<file path="config.mk">
export PLATFORM = sky130hd
export DESIGN_NAME = leaf_i6o1
export DESIGN_NICKNAME = d
export VERILOG_FILES = /design/src/design/leaf_pkg.sv /design/src/design/leaf_packet_decoder.sv /design/src/design/leaf_in_port.sv /design/src/design/leaf_reduce_kernel.sv /design/src/design/leaf_packet_encoder.sv /design/src/design/leaf_i6o1.sv
export SDC_FILE = /design/constraint.sdc
export NUM_CORES = 2
export LEC_CHECK = 0
export BUFFER_PORTS_ARGS = -buffer_cell sky130_fd_sc_hd__buf_4
export CAP_MARGIN = 20
export CORE_MARGIN = 5
export CORE_UTILIZATION = 28
export DETAILED_ROUTE_END_ITERATION = 12
export PLACE_DENSITY = 0.55
export SLEW_MARGIN = 20
export SYNTH_ARGS = -nofsm -noshare
export SYNTH_HDL_FRONTEND = slang
export SYNTH_SLANG_ARGS = --single-unit
</file>
<file path="constraint.sdc">
create_clock -name clk -period 5.56 [get_ports clk]
set_clock_uncertainty 0.15 [all_clocks]
set_input_delay 0.834 -clock clk [delete_from_list [all_inputs] [get_ports clk]]
set_output_delay 0.834 -clock clk [all_outputs]
set_load 0.05 [all_outputs]
</file>
<file path="src/design/leaf_pkg.sv">
package leaf_pkg;

    // Tree bus and user word widths.
    localparam int PACKET_BITS  = 49;
    localparam int PAYLOAD_BITS = 32;

    // Packet header fields.
    localparam int LEAF_BITS = 5;
    localparam int PORT_BITS = 4;
    localparam int ADDR_BITS = 7;

    // Unused tail of a config packet.
    localparam int RSVD_BITS = PACKET_BITS - 1 - 2 * LEAF_BITS - 2 * PORT_BITS;

    localparam int NUM_IN_PORTS = 6;

    localparam logic [LEAF_BITS-1:0] LEAF_ID  = 5'd5;  // Address of this leaf.
    localparam logic [PORT_BITS-1:0] CFG_PORT = 4'd0;  // Route config packets.

    // Input port buffer sizing.
    localparam int FIFO_DEPTH    = 8;
    localparam int FIFO_PTR_BITS = 3;

    // One tree word, read either as data or as a route update.
    typedef union packed {
        struct packed {
            logic                    valid;
            logic [LEAF_BITS-1:0]    leaf;
            logic [PORT_BITS-1:0]    port;
            logic [ADDR_BITS-1:0]    addr;
            logic [PAYLOAD_BITS-1:0] payload;
        } data;
        struct packed {
            logic                    valid;
            logic [LEAF_BITS-1:0]    leaf;
            logic [PORT_BITS-1:0]    port;
            logic [LEAF_BITS-1:0]    dest_leaf;  // New output route.
            logic [PORT_BITS-1:0]    dest_port;
            logic [RSVD_BITS-1:0]    reserved;
        } cfg;
    } leaf_packet_u;

endpackage

</file>
<file path="src/design/leaf_packet_decoder.sv">
`timescale 1ns/1ns

module leaf_packet_decoder (
    input  logic                                 clk,
    input  logic                                 rst_n,
    input  leaf_pkg::leaf_packet_u               din,
    output logic [leaf_pkg::NUM_IN_PORTS-1:0]    wr_en,
    output logic [leaf_pkg::PAYLOAD_BITS-1:0]    wr_data,
    output logic [leaf_pkg::LEAF_BITS-1:0]       route_leaf,
    output logic [leaf_pkg::PORT_BITS-1:0]       route_port
);

    logic for_me;   // Valid and addressed to this leaf.
    logic cfg_hit;

    assign for_me  = din.data.valid && (din.data.leaf == leaf_pkg::LEAF_ID);
    assign cfg_hit = for_me && (din.data.port == leaf_pkg::CFG_PORT);

    // Payload goes to every buffer; only the addressed one is written.
    assign wr_data = din.data.payload;

    // Port n lands in buffer n-1. Ports above 6 match nothing.
    always_comb begin
        wr_en = '0;
        for (int i = 0; i < leaf_pkg::NUM_IN_PORTS; i++) begin
            if (for_me && (din.data.port == leaf_pkg::PORT_BITS'(i + 1))) begin
                wr_en[i] = 1'b1;
            end
        end
    end

    // Route register for the outgoing packets.
    always_ff @(posedge clk) begin
        if (!rst_n) begin
            route_leaf <= '0;
            route_port <= '0;
        end else if (cfg_hit) begin
            route_leaf <= din.cfg.dest_leaf;
            route_port <= din.cfg.dest_port;
        end
    end

    // A packet has one port field, so at most one buffer is written.
    a_wr_onehot: assert property (
        @(posedge clk) disable iff (!rst_n)
        $onehot0(wr_en)
    ) else $error("decoder wrote more than one port buffer");

endmodule

</file>
<file path="src/design/leaf_in_port.sv">
`timescale 1ns/1ns

module leaf_in_port (
    input  logic                              clk,
    input  logic                              rst_n,
    input  logic                              wr_en,
    input  logic [leaf_pkg::PAYLOAD_BITS-1:0] wr_data,
    output logic                              vld,
    output logic [leaf_pkg::PAYLOAD_BITS-1:0] dout,
    input  logic                              ack
);

    localparam int CNT_BITS = leaf_pkg::FIFO_PTR_BITS + 1;

    logic [leaf_pkg::PAYLOAD_BITS-1:0]  mem [leaf_pkg::FIFO_DEPTH];
    logic [leaf_pkg::FIFO_PTR_BITS-1:0] wr_ptr;
    logic [leaf_pkg::FIFO_PTR_BITS-1:0] rd_ptr;
    logic [CNT_BITS-1:0]                count;
    logic                               full;
    logic                               push;
    logic                               pop;

    assign full = (count == CNT_BITS'(leaf_pkg::FIFO_DEPTH));
    assign push = wr_en && !full;  // Writes to a full buffer are lost.
    assign pop  = ack && vld;

    // Head of the buffer is always on the output.
    assign vld  = (count != '0);
    assign dout = mem[rd_ptr];

    always_ff @(posedge clk) begin
        if (push) begin
            mem[wr_ptr] <= wr_data;
        end
    end

    // Pointers wrap on their own since the depth is a power of two.
    always_ff @(posedge clk) begin
        if (!rst_n) begin
            wr_ptr <= '0;
            rd_ptr <= '0;
            count  <= '0;
        end else begin
            if (push) begin
                wr_ptr <= wr_ptr + 1'b1;
            end
            if (pop) begin
                rd_ptr <= rd_ptr + 1'b1;
            end
            case ({push, pop})
                2'b10:   count <= count + 1'b1;
                2'b01:   count <= count - 1'b1;
                default: count <= count;
            endcase
        end
    end

    // The consumer may only take a word that is on offer.
    a_ack_needs_vld: assert property (
        @(posedge clk) disable iff (!rst_n)
        ack |-> vld
    ) else $error("ack while buffer empty");

    // An offered word stays until taken.
    a_word_stable: assert property (
        @(posedge clk) disable iff (!rst_n)
        (vld && !ack) |=> (vld && $stable(dout))
    ) else $error("buffer head changed before ack");

endmodule

</file>
<file path="src/design/leaf_reduce_kernel.sv">
`timescale 1ns/1ns

module leaf_reduce_kernel (
    input  logic                                                          clk,
    input  logic                                                          rst_n,
    input  logic [leaf_pkg::NUM_IN_PORTS-1:0]                             vld,
    input  logic [leaf_pkg::NUM_IN_PORTS-1:0][leaf_pkg::PAYLOAD_BITS-1:0] din,
    output logic [leaf_pkg::NUM_IN_PORTS-1:0]                             ack,
    output logic                                                          sum_vld,
    output logic [leaf_pkg::PAYLOAD_BITS-1:0]                             sum_data,
    output logic [leaf_pkg::ADDR_BITS-1:0]                                sum_seq,
    input  logic                                                          sum_ack
);

    logic                              fire;
    logic [leaf_pkg::PAYLOAD_BITS-1:0] sum_next;
    logic [leaf_pkg::ADDR_BITS-1:0]    seq_cnt;   // Number of the next set.

    // Take a full set only when the result register frees up.
    assign fire = (&vld) && (!sum_vld || sum_ack);
    assign ack  = {leaf_pkg::NUM_IN_PORTS{fire}};

    // Carries out of bit 31 are dropped.
    always_comb begin
        sum_next = '0;
        for (int i = 0; i < leaf_pkg::NUM_IN_PORTS; i++) begin
            sum_next = sum_next + din[i];
        end
    end

    always_ff @(posedge clk) begin
        if (!rst_n) begin
            sum_vld <= 1'b0;
            seq_cnt <= '0;
        end else if (fire) begin
            sum_vld <= 1'b1;
            seq_cnt <= seq_cnt + 1'b1;  // Wraps at 128.
        end else if (sum_ack) begin
            sum_vld <= 1'b0;
        end
    end

    always_ff @(posedge clk) begin
        if (fire) begin
            sum_data <= sum_next;
            sum_seq  <= seq_cnt;
        end
    end

    // All six streams advance together.
    a_ack_all_or_none: assert property (
        @(posedge clk) disable iff (!rst_n)
        (ack == '0) || (ack == '1)
    ) else $error("partial ack across ports");

endmodule

</file>
<file path="src/design/leaf_packet_encoder.sv">
`timescale 1ns/1ns

module leaf_packet_encoder (
    input  logic                              clk,
    input  logic                              rst_n,
    input  logic                              sum_vld,
    input  logic [leaf_pkg::PAYLOAD_BITS-1:0] sum_data,
    input  logic [leaf_pkg::ADDR_BITS-1:0]    sum_seq,
    output logic                              sum_ack,
    input  logic [leaf_pkg::LEAF_BITS-1:0]    route_leaf,
    input  logic [leaf_pkg::PORT_BITS-1:0]    route_port,
    input  logic                              resend,
    output leaf_pkg::leaf_packet_u            dout
);

    leaf_pkg::leaf_packet_u pkt_q;
    logic                   pkt_vld;  // A packet is waiting to go out.
    logic                   shown;

    // Held packet leaves on any cycle without resend.
    assign shown = pkt_vld && !resend;

    // Entry is free or draining whenever resend is low.
    assign sum_ack = sum_vld && !resend;

    always_ff @(posedge clk) begin
        if (!rst_n) begin
            pkt_vld <= 1'b0;
        end else if (sum_ack) begin
            pkt_vld <= 1'b1;
        end else if (shown) begin
            pkt_vld <= 1'b0;
        end
    end

    // Route is sampled when the sum is taken.
    always_ff @(posedge clk) begin
        if (sum_ack) begin
            pkt_q.data.valid   <= 1'b1;
            pkt_q.data.leaf    <= route_leaf;
            pkt_q.data.port    <= route_port;
            pkt_q.data.addr    <= sum_seq;
            pkt_q.data.payload <= sum_data;
        end
    end

    assign dout = shown ? pkt_q : '0;

    // Tree bus is quiet while the upstream asks for a resend.
    a_resend_quiet: assert property (
        @(posedge clk) disable iff (!rst_n)
        resend |-> (dout == '0)
    ) else $error("dout not zero during resend");

endmodule

</file>
<file path="src/design/leaf_i6o1.sv">
`timescale 1ns/1ns

module leaf_i6o1 (
    input  logic                             clk,
    input  logic                             rst_n,
    input  logic [leaf_pkg::PACKET_BITS-1:0] din_leaf_bft2interface,
    output logic [leaf_pkg::PACKET_BITS-1:0] dout_leaf_interface2bft,
    input  logic                             resend
);

    // Decoder to port buffers.
    logic [leaf_pkg::NUM_IN_PORTS-1:0]    port_wr_en;
    logic [leaf_pkg::PAYLOAD_BITS-1:0]    port_wr_data;

    // Port buffers to kernel.
    logic [leaf_pkg::NUM_IN_PORTS-1:0]                             port_vld;
    logic [leaf_pkg::NUM_IN_PORTS-1:0][leaf_pkg::PAYLOAD_BITS-1:0] port_dout;
    logic [leaf_pkg::NUM_IN_PORTS-1:0]                             port_ack;

    // Kernel to encoder.
    logic                              sum_vld;
    logic [leaf_pkg::PAYLOAD_BITS-1:0] sum_data;
    logic [leaf_pkg::ADDR_BITS-1:0]    sum_seq;
    logic                              sum_ack;

    // Current output route.
    logic [leaf_pkg::LEAF_BITS-1:0] route_leaf;
    logic [leaf_pkg::PORT_BITS-1:0] route_port;

    leaf_packet_decoder decoder_i (
        .clk        (clk),
        .rst_n      (rst_n),
        .din        (din_leaf_bft2interface),
        .wr_en      (port_wr_en),
        .wr_data    (port_wr_data),
        .route_leaf (route_leaf),
        .route_port (route_port)
    );

    // One buffer per user input port, ports 1 to 6.
    for (genvar i = 0; i < leaf_pkg::NUM_IN_PORTS; i++) begin : g_port
        leaf_in_port in_port_i (
            .clk     (clk),
            .rst_n   (rst_n),
            .wr_en   (port_wr_en[i]),
            .wr_data (port_wr_data),
            .vld     (port_vld[i]),
            .dout    (port_dout[i]),
            .ack     (port_ack[i])
        );
    end

    leaf_reduce_kernel kernel_i (
        .clk      (clk),
        .rst_n    (rst_n),
        .vld      (port_vld),
        .din      (port_dout),
        .ack      (port_ack),
        .sum_vld  (sum_vld),
        .sum_data (sum_data),
        .sum_seq  (sum_seq),
        .sum_ack  (sum_ack)
    );

    leaf_packet_encoder encoder_i (
        .clk        (clk),
        .rst_n      (rst_n),
        .sum_vld    (sum_vld),
        .sum_data   (sum_data),
        .sum_seq    (sum_seq),
        .sum_ack    (sum_ack),
        .route_leaf (route_leaf),
        .route_port (route_port),
        .resend     (resend),
        .dout       (dout_leaf_interface2bft)
    );

endmodule

</file>
==> metrics.yaml <==
status:
  status: "finished, final reports clean"
placement:
  place.detailed.hpwl_um: 107100
  gp_congestion: 0.8143
  port_buffers: 100
  dp_slack_ps: -474.5
power:
  p_total_w: 0.02601
  ir_worst_vdd_mv: 0.3411
  pwr-share-comb: 0.010
  pwr-share-seq: 0.543
  p_leak_nw: 26.51
  p_per_area_nw_per_um2: 312.0
  clockPowerShare: 0.446
  p_int_w: 0.02080
  p_sw_w: 0.005203
  p_sw_frac: 0.2000
detailed_routing:
  wl_um: 169700
  remaining_drc_errors: 0
  detail_route.wl_per_cell_um: 23.26
  drtAntennaViolNets: 0
  drt_iter0_markers: 2651
  dr.pass1.iters: 5
  vias: 33030
  via_per_inst: 4.526
clocking:
  cts.path.max_buffers: 3
  clock_latency_ps: 820
  cts_tree: "built"
  cts_hold_buf: 0
  htree_levels: 4
  path_clk_slew_ps: 60
  cts.sinks: 1719
  cts_root_buf: "clkbuf_16"
  cts_buffers: 172
min_path:
  hold_depth: 3
  hold_start: "din_leaf_bft2interface[35]"
  worstHoldPathType: "in -> reg"
  min_to: "decoder_i.route_leaf[1]$_SDFFE_PN0P_"
setup_path:
  r2r_cells: 20
  cp_cell_sequence: "buf_4, buf_12, buf_12, buf_4, mux4_2, mux2i_4, fa_2, inv_1, fa_1, fa_1, ha_1, a211o_1, a21oi_1, buf_4, nand3_1, o2111ai_2, a31oi_2, or2_2, buf_4, xor2_1"
  path_class: "reg -> reg"
  path_max_fanout: 5
  critPathSlowestCell: "mux4_2"
  crit_arrival_ps: 5900
  r2r_end: "kernel_i.sum_data[25]$_DFFE_PP_"
  cp_num_buf_inv: 7
  r2r_setup_slack_ps: 90
  cp-end-kind: "flop"
  crit_required_ps: 5980
  crit_path_start_kind: "flop"
  path_delay_family: "adder cells"
  cp_slowest_stage_delay_ps: 510
  cp_common_cell: "buf_4"
yosys:
  synth_cells: 3376
  synth_cell_types: 54
  synth_seq_area_share: 0.7302
  avgSynthCellArea_um2: 20.55
  yosysTopAreaCellShare: 0.7025
  yosys.area.top_type: "edfxtp_1"
  netlist_top_cells_area: "edfxtp_1 (70%), mux4_2 (12%), fa_1 (3.7%), dfxtp_1 (2.8%), mux2i_1 (2.7%)"
  ys_seq_elements: 1719
  syn_nets: 3618
  yosys_warnings: 0
  synth_edf_count: 1623
  synthArstFlopShare: 0
  synthesis.area_um2: 69380
  synth_ff_type: "edfxtp_1"
global_route:
  grt_usage: 0.1304
  grt_max_degree: 85
  antenna_found_initial: 17
  grt_pass1_vias: 34600
  grt_pass1_wl_um: 246100
  grt_overflow: 0
sta:
  post-route-worst-setup-slack_ps: 87.78
  fmax_mhz: 182.7
  finalSetupViolCount: 0
  min_period_ps: 5472
  maxSlewViolCount: 0
  fin_crit_sh: 0.9842
  rsz0062_at_grt: "yes"
  final-hold-violation-count: 0
  max_slew_margin: 0.2993
  hold_slack_ps: 127.7
  tightest_slew_ps: 1045
layout:
  drive_above_1_share: 0.3116
  nets: 4072
  syn2layout_area_growth_pct: 20.14
floorplanning:
  die_height_um: 507.8
  start_util: 0.2818
  die_x_um: 507.8
  die-area_um2: 257800
  num_rows: 182
  num_io_pins: 101
  core-area_um2: 246200
run:
  maxCapViolCount: 0
cell usage in the layout, fill, tap and decap left out, types with 49 or more instances in the layout:
| master | netlist | layout |
|---|---|---|
| edfxtp_1 | 1623 | 1623 |
| mux4_2 | 384 | 384 |
| buf_4 | 1 | 356 |
| inv_1 | 202 | 181 |
| clkbuf_16 | 0 | 173 |
| mux2i_1 | 184 | 154 |
| fa_1 | 129 | 124 |
| and2_1 | 103 | 102 |
| dfxtp_1 | 96 | 78 |
| nand2_1 | 69 | 69 |
| xnor2_1 | 55 | 55 |
| ha_1 | 61 | 54 |
| clkbuf_1 | 78 | 49 |
tightest hold or removal path, stage by stage:
cell	delay, ps
buf_4	80
mux2i_1	50
nor2b_1	100
kinds of logic (layout without fill, tap and decap cells):
kind of cell,Yosys count,after routing,synth area share
adder cells (fa/ha/maj),190,190,0.04822
other,0,10,0
multiplexers,596,596,0.1557
AO/OA/AOI/OAI,126,126,0.01172
buffers and inverters,335,935,0.01830
flip-flops,1719,1719,0.7302
AND/OR/NAND/NOR,331,331,0.02586
XOR/XNOR,79,79,0.009973
cell usage after synthesis (8+ instances only):
| master | number |
|---|---|
| a21boi_0 | 11 |
| a21o_1 | 19 |
| a21oi_1 | 36 |
| and2_1 | 103 |
| buf_1 | 47 |
| clkbuf_1 | 78 |
| dfxtp_1 | 96 |
| edfxtp_1 | 1623 |
| fa_1 | 129 |
| ha_1 | 61 |
| inv_1 | 202 |
| mux2_2 | 28 |
| mux2i_1 | 184 |
| mux4_2 | 384 |
| nand2_1 | 69 |
| nand2b_1 | 18 |
| nand3_1 | 8 |
| nand4_1 | 8 |
| nor2_1 | 44 |
| nor2b_1 | 23 |
| nor3_1 | 22 |
| o21ai_0 | 25 |
| or3_1 | 10 |
| xnor2_1 | 55 |
| xor2_1 | 24 |
power by group through the flow:
stage	sequential, W	clock [W]	combinational, W
floorplan	0.0144	0	0.0000323
global placement	0.0144	0	0.000265
detailed placement	0.0144	0	0.000277
CTS	0.0141	0.0119	0.000279
global route	0.0141	0.0124	0.000300
finish	0.0141	0.0116	0.000273
flip-flops by register name, summed over array words and instances (netlist names), 4 cells and up, named ones only:
| register | count |
|---|---|
| kernel_i.seq_cnt | 7 |
| decoder_i.route_port | 4 |
| decoder_i.route_leaf | 5 |
| kernel_i.sum_seq | 7 |
| g_port.in_port_i.rd_ptr | 18 |
| g_port.in_port_i.wr_ptr | 18 |
| kernel_i.sum_data | 32 |
| g_port.in_port_i.mem | 1536 |
| g_port.in_port_i.count | 24 |
| encoder_i.pkt_q | 48 |
metal layers:
layer | GRT usage | share of wire | vias to the layer above
li1 | - | - | 14270
met1 | 0.1712 | 0.42 | 17810
met2 | 0.2231 | 0.50 | 721
met3 | 0.02495 | 0.051 | 216
met4 | 0.03241 | 0.022 | 18
met5 | 0 | 0.00077 | -
final cells by class:
type | count | area (µm²)
Fill cell | 23090 | 162800
Clock buffer | 228 | 4596
Sequential cell | 1719 | 50710
Timing Repair Buffer | 413 | 3785
Multi-Input combinational cell | 1322 | 18270
Tap cell | 3312 | 4144
Inverter | 202 | 758.2
Clock inverter | 92 | 1067
Antenna cell | 10 | 25.02
stage by stage:
step | util | cells | cell area (µm²) | TNS (ps)
after floorplan | - | 3376 | 69420 | 0
after global placement | 0.3116 | 6937 | 76700 | -3250
after detailed placement | 0.3116 | 6937 | 76700 | -3276
after CTS | 0.3378 | 7286 | 83140 | 0
after global routing | 0.3385 | 7289 | 83330 | -109.0
final | 0.3386 | 7298 | 83350 | 0
how the worst max path moves through the flow:
stage | cells past startpoint | slack, ps | start | endpoint
finish | 20 | 90 | flop | kernel_i.sum_data[25]$_DFFE_PP_
floorplan | 20 | 2 | flop | kernel_i.sum_data[30]$_DFFE_PP_
global route | 21 | -60 | flop | kernel_i.sum_data[30]$_DFFE_PP_
detailed placement | 18 | -470 | flop | kernel_i.sum_data[30]$_DFFE_PP_
CTS | 24 | 2 | flop | kernel_i.sum_data[24]$_DFFE_PP_
global placement | 18 | -500 | flop | kernel_i.sum_data[30]$_DFFE_PP_
timing repair:
action | CTS | global route
gates cloned | 5 | 0
endpoints found under the setup margin | 14 | 11
gates resized for setup | 90 | 50
hold endpoints to repair | 0 | 0
buffers inserted | 24 | 6
pin swaps | 19 | 22
No activity file was read; power rests on OpenSTA's default activity.
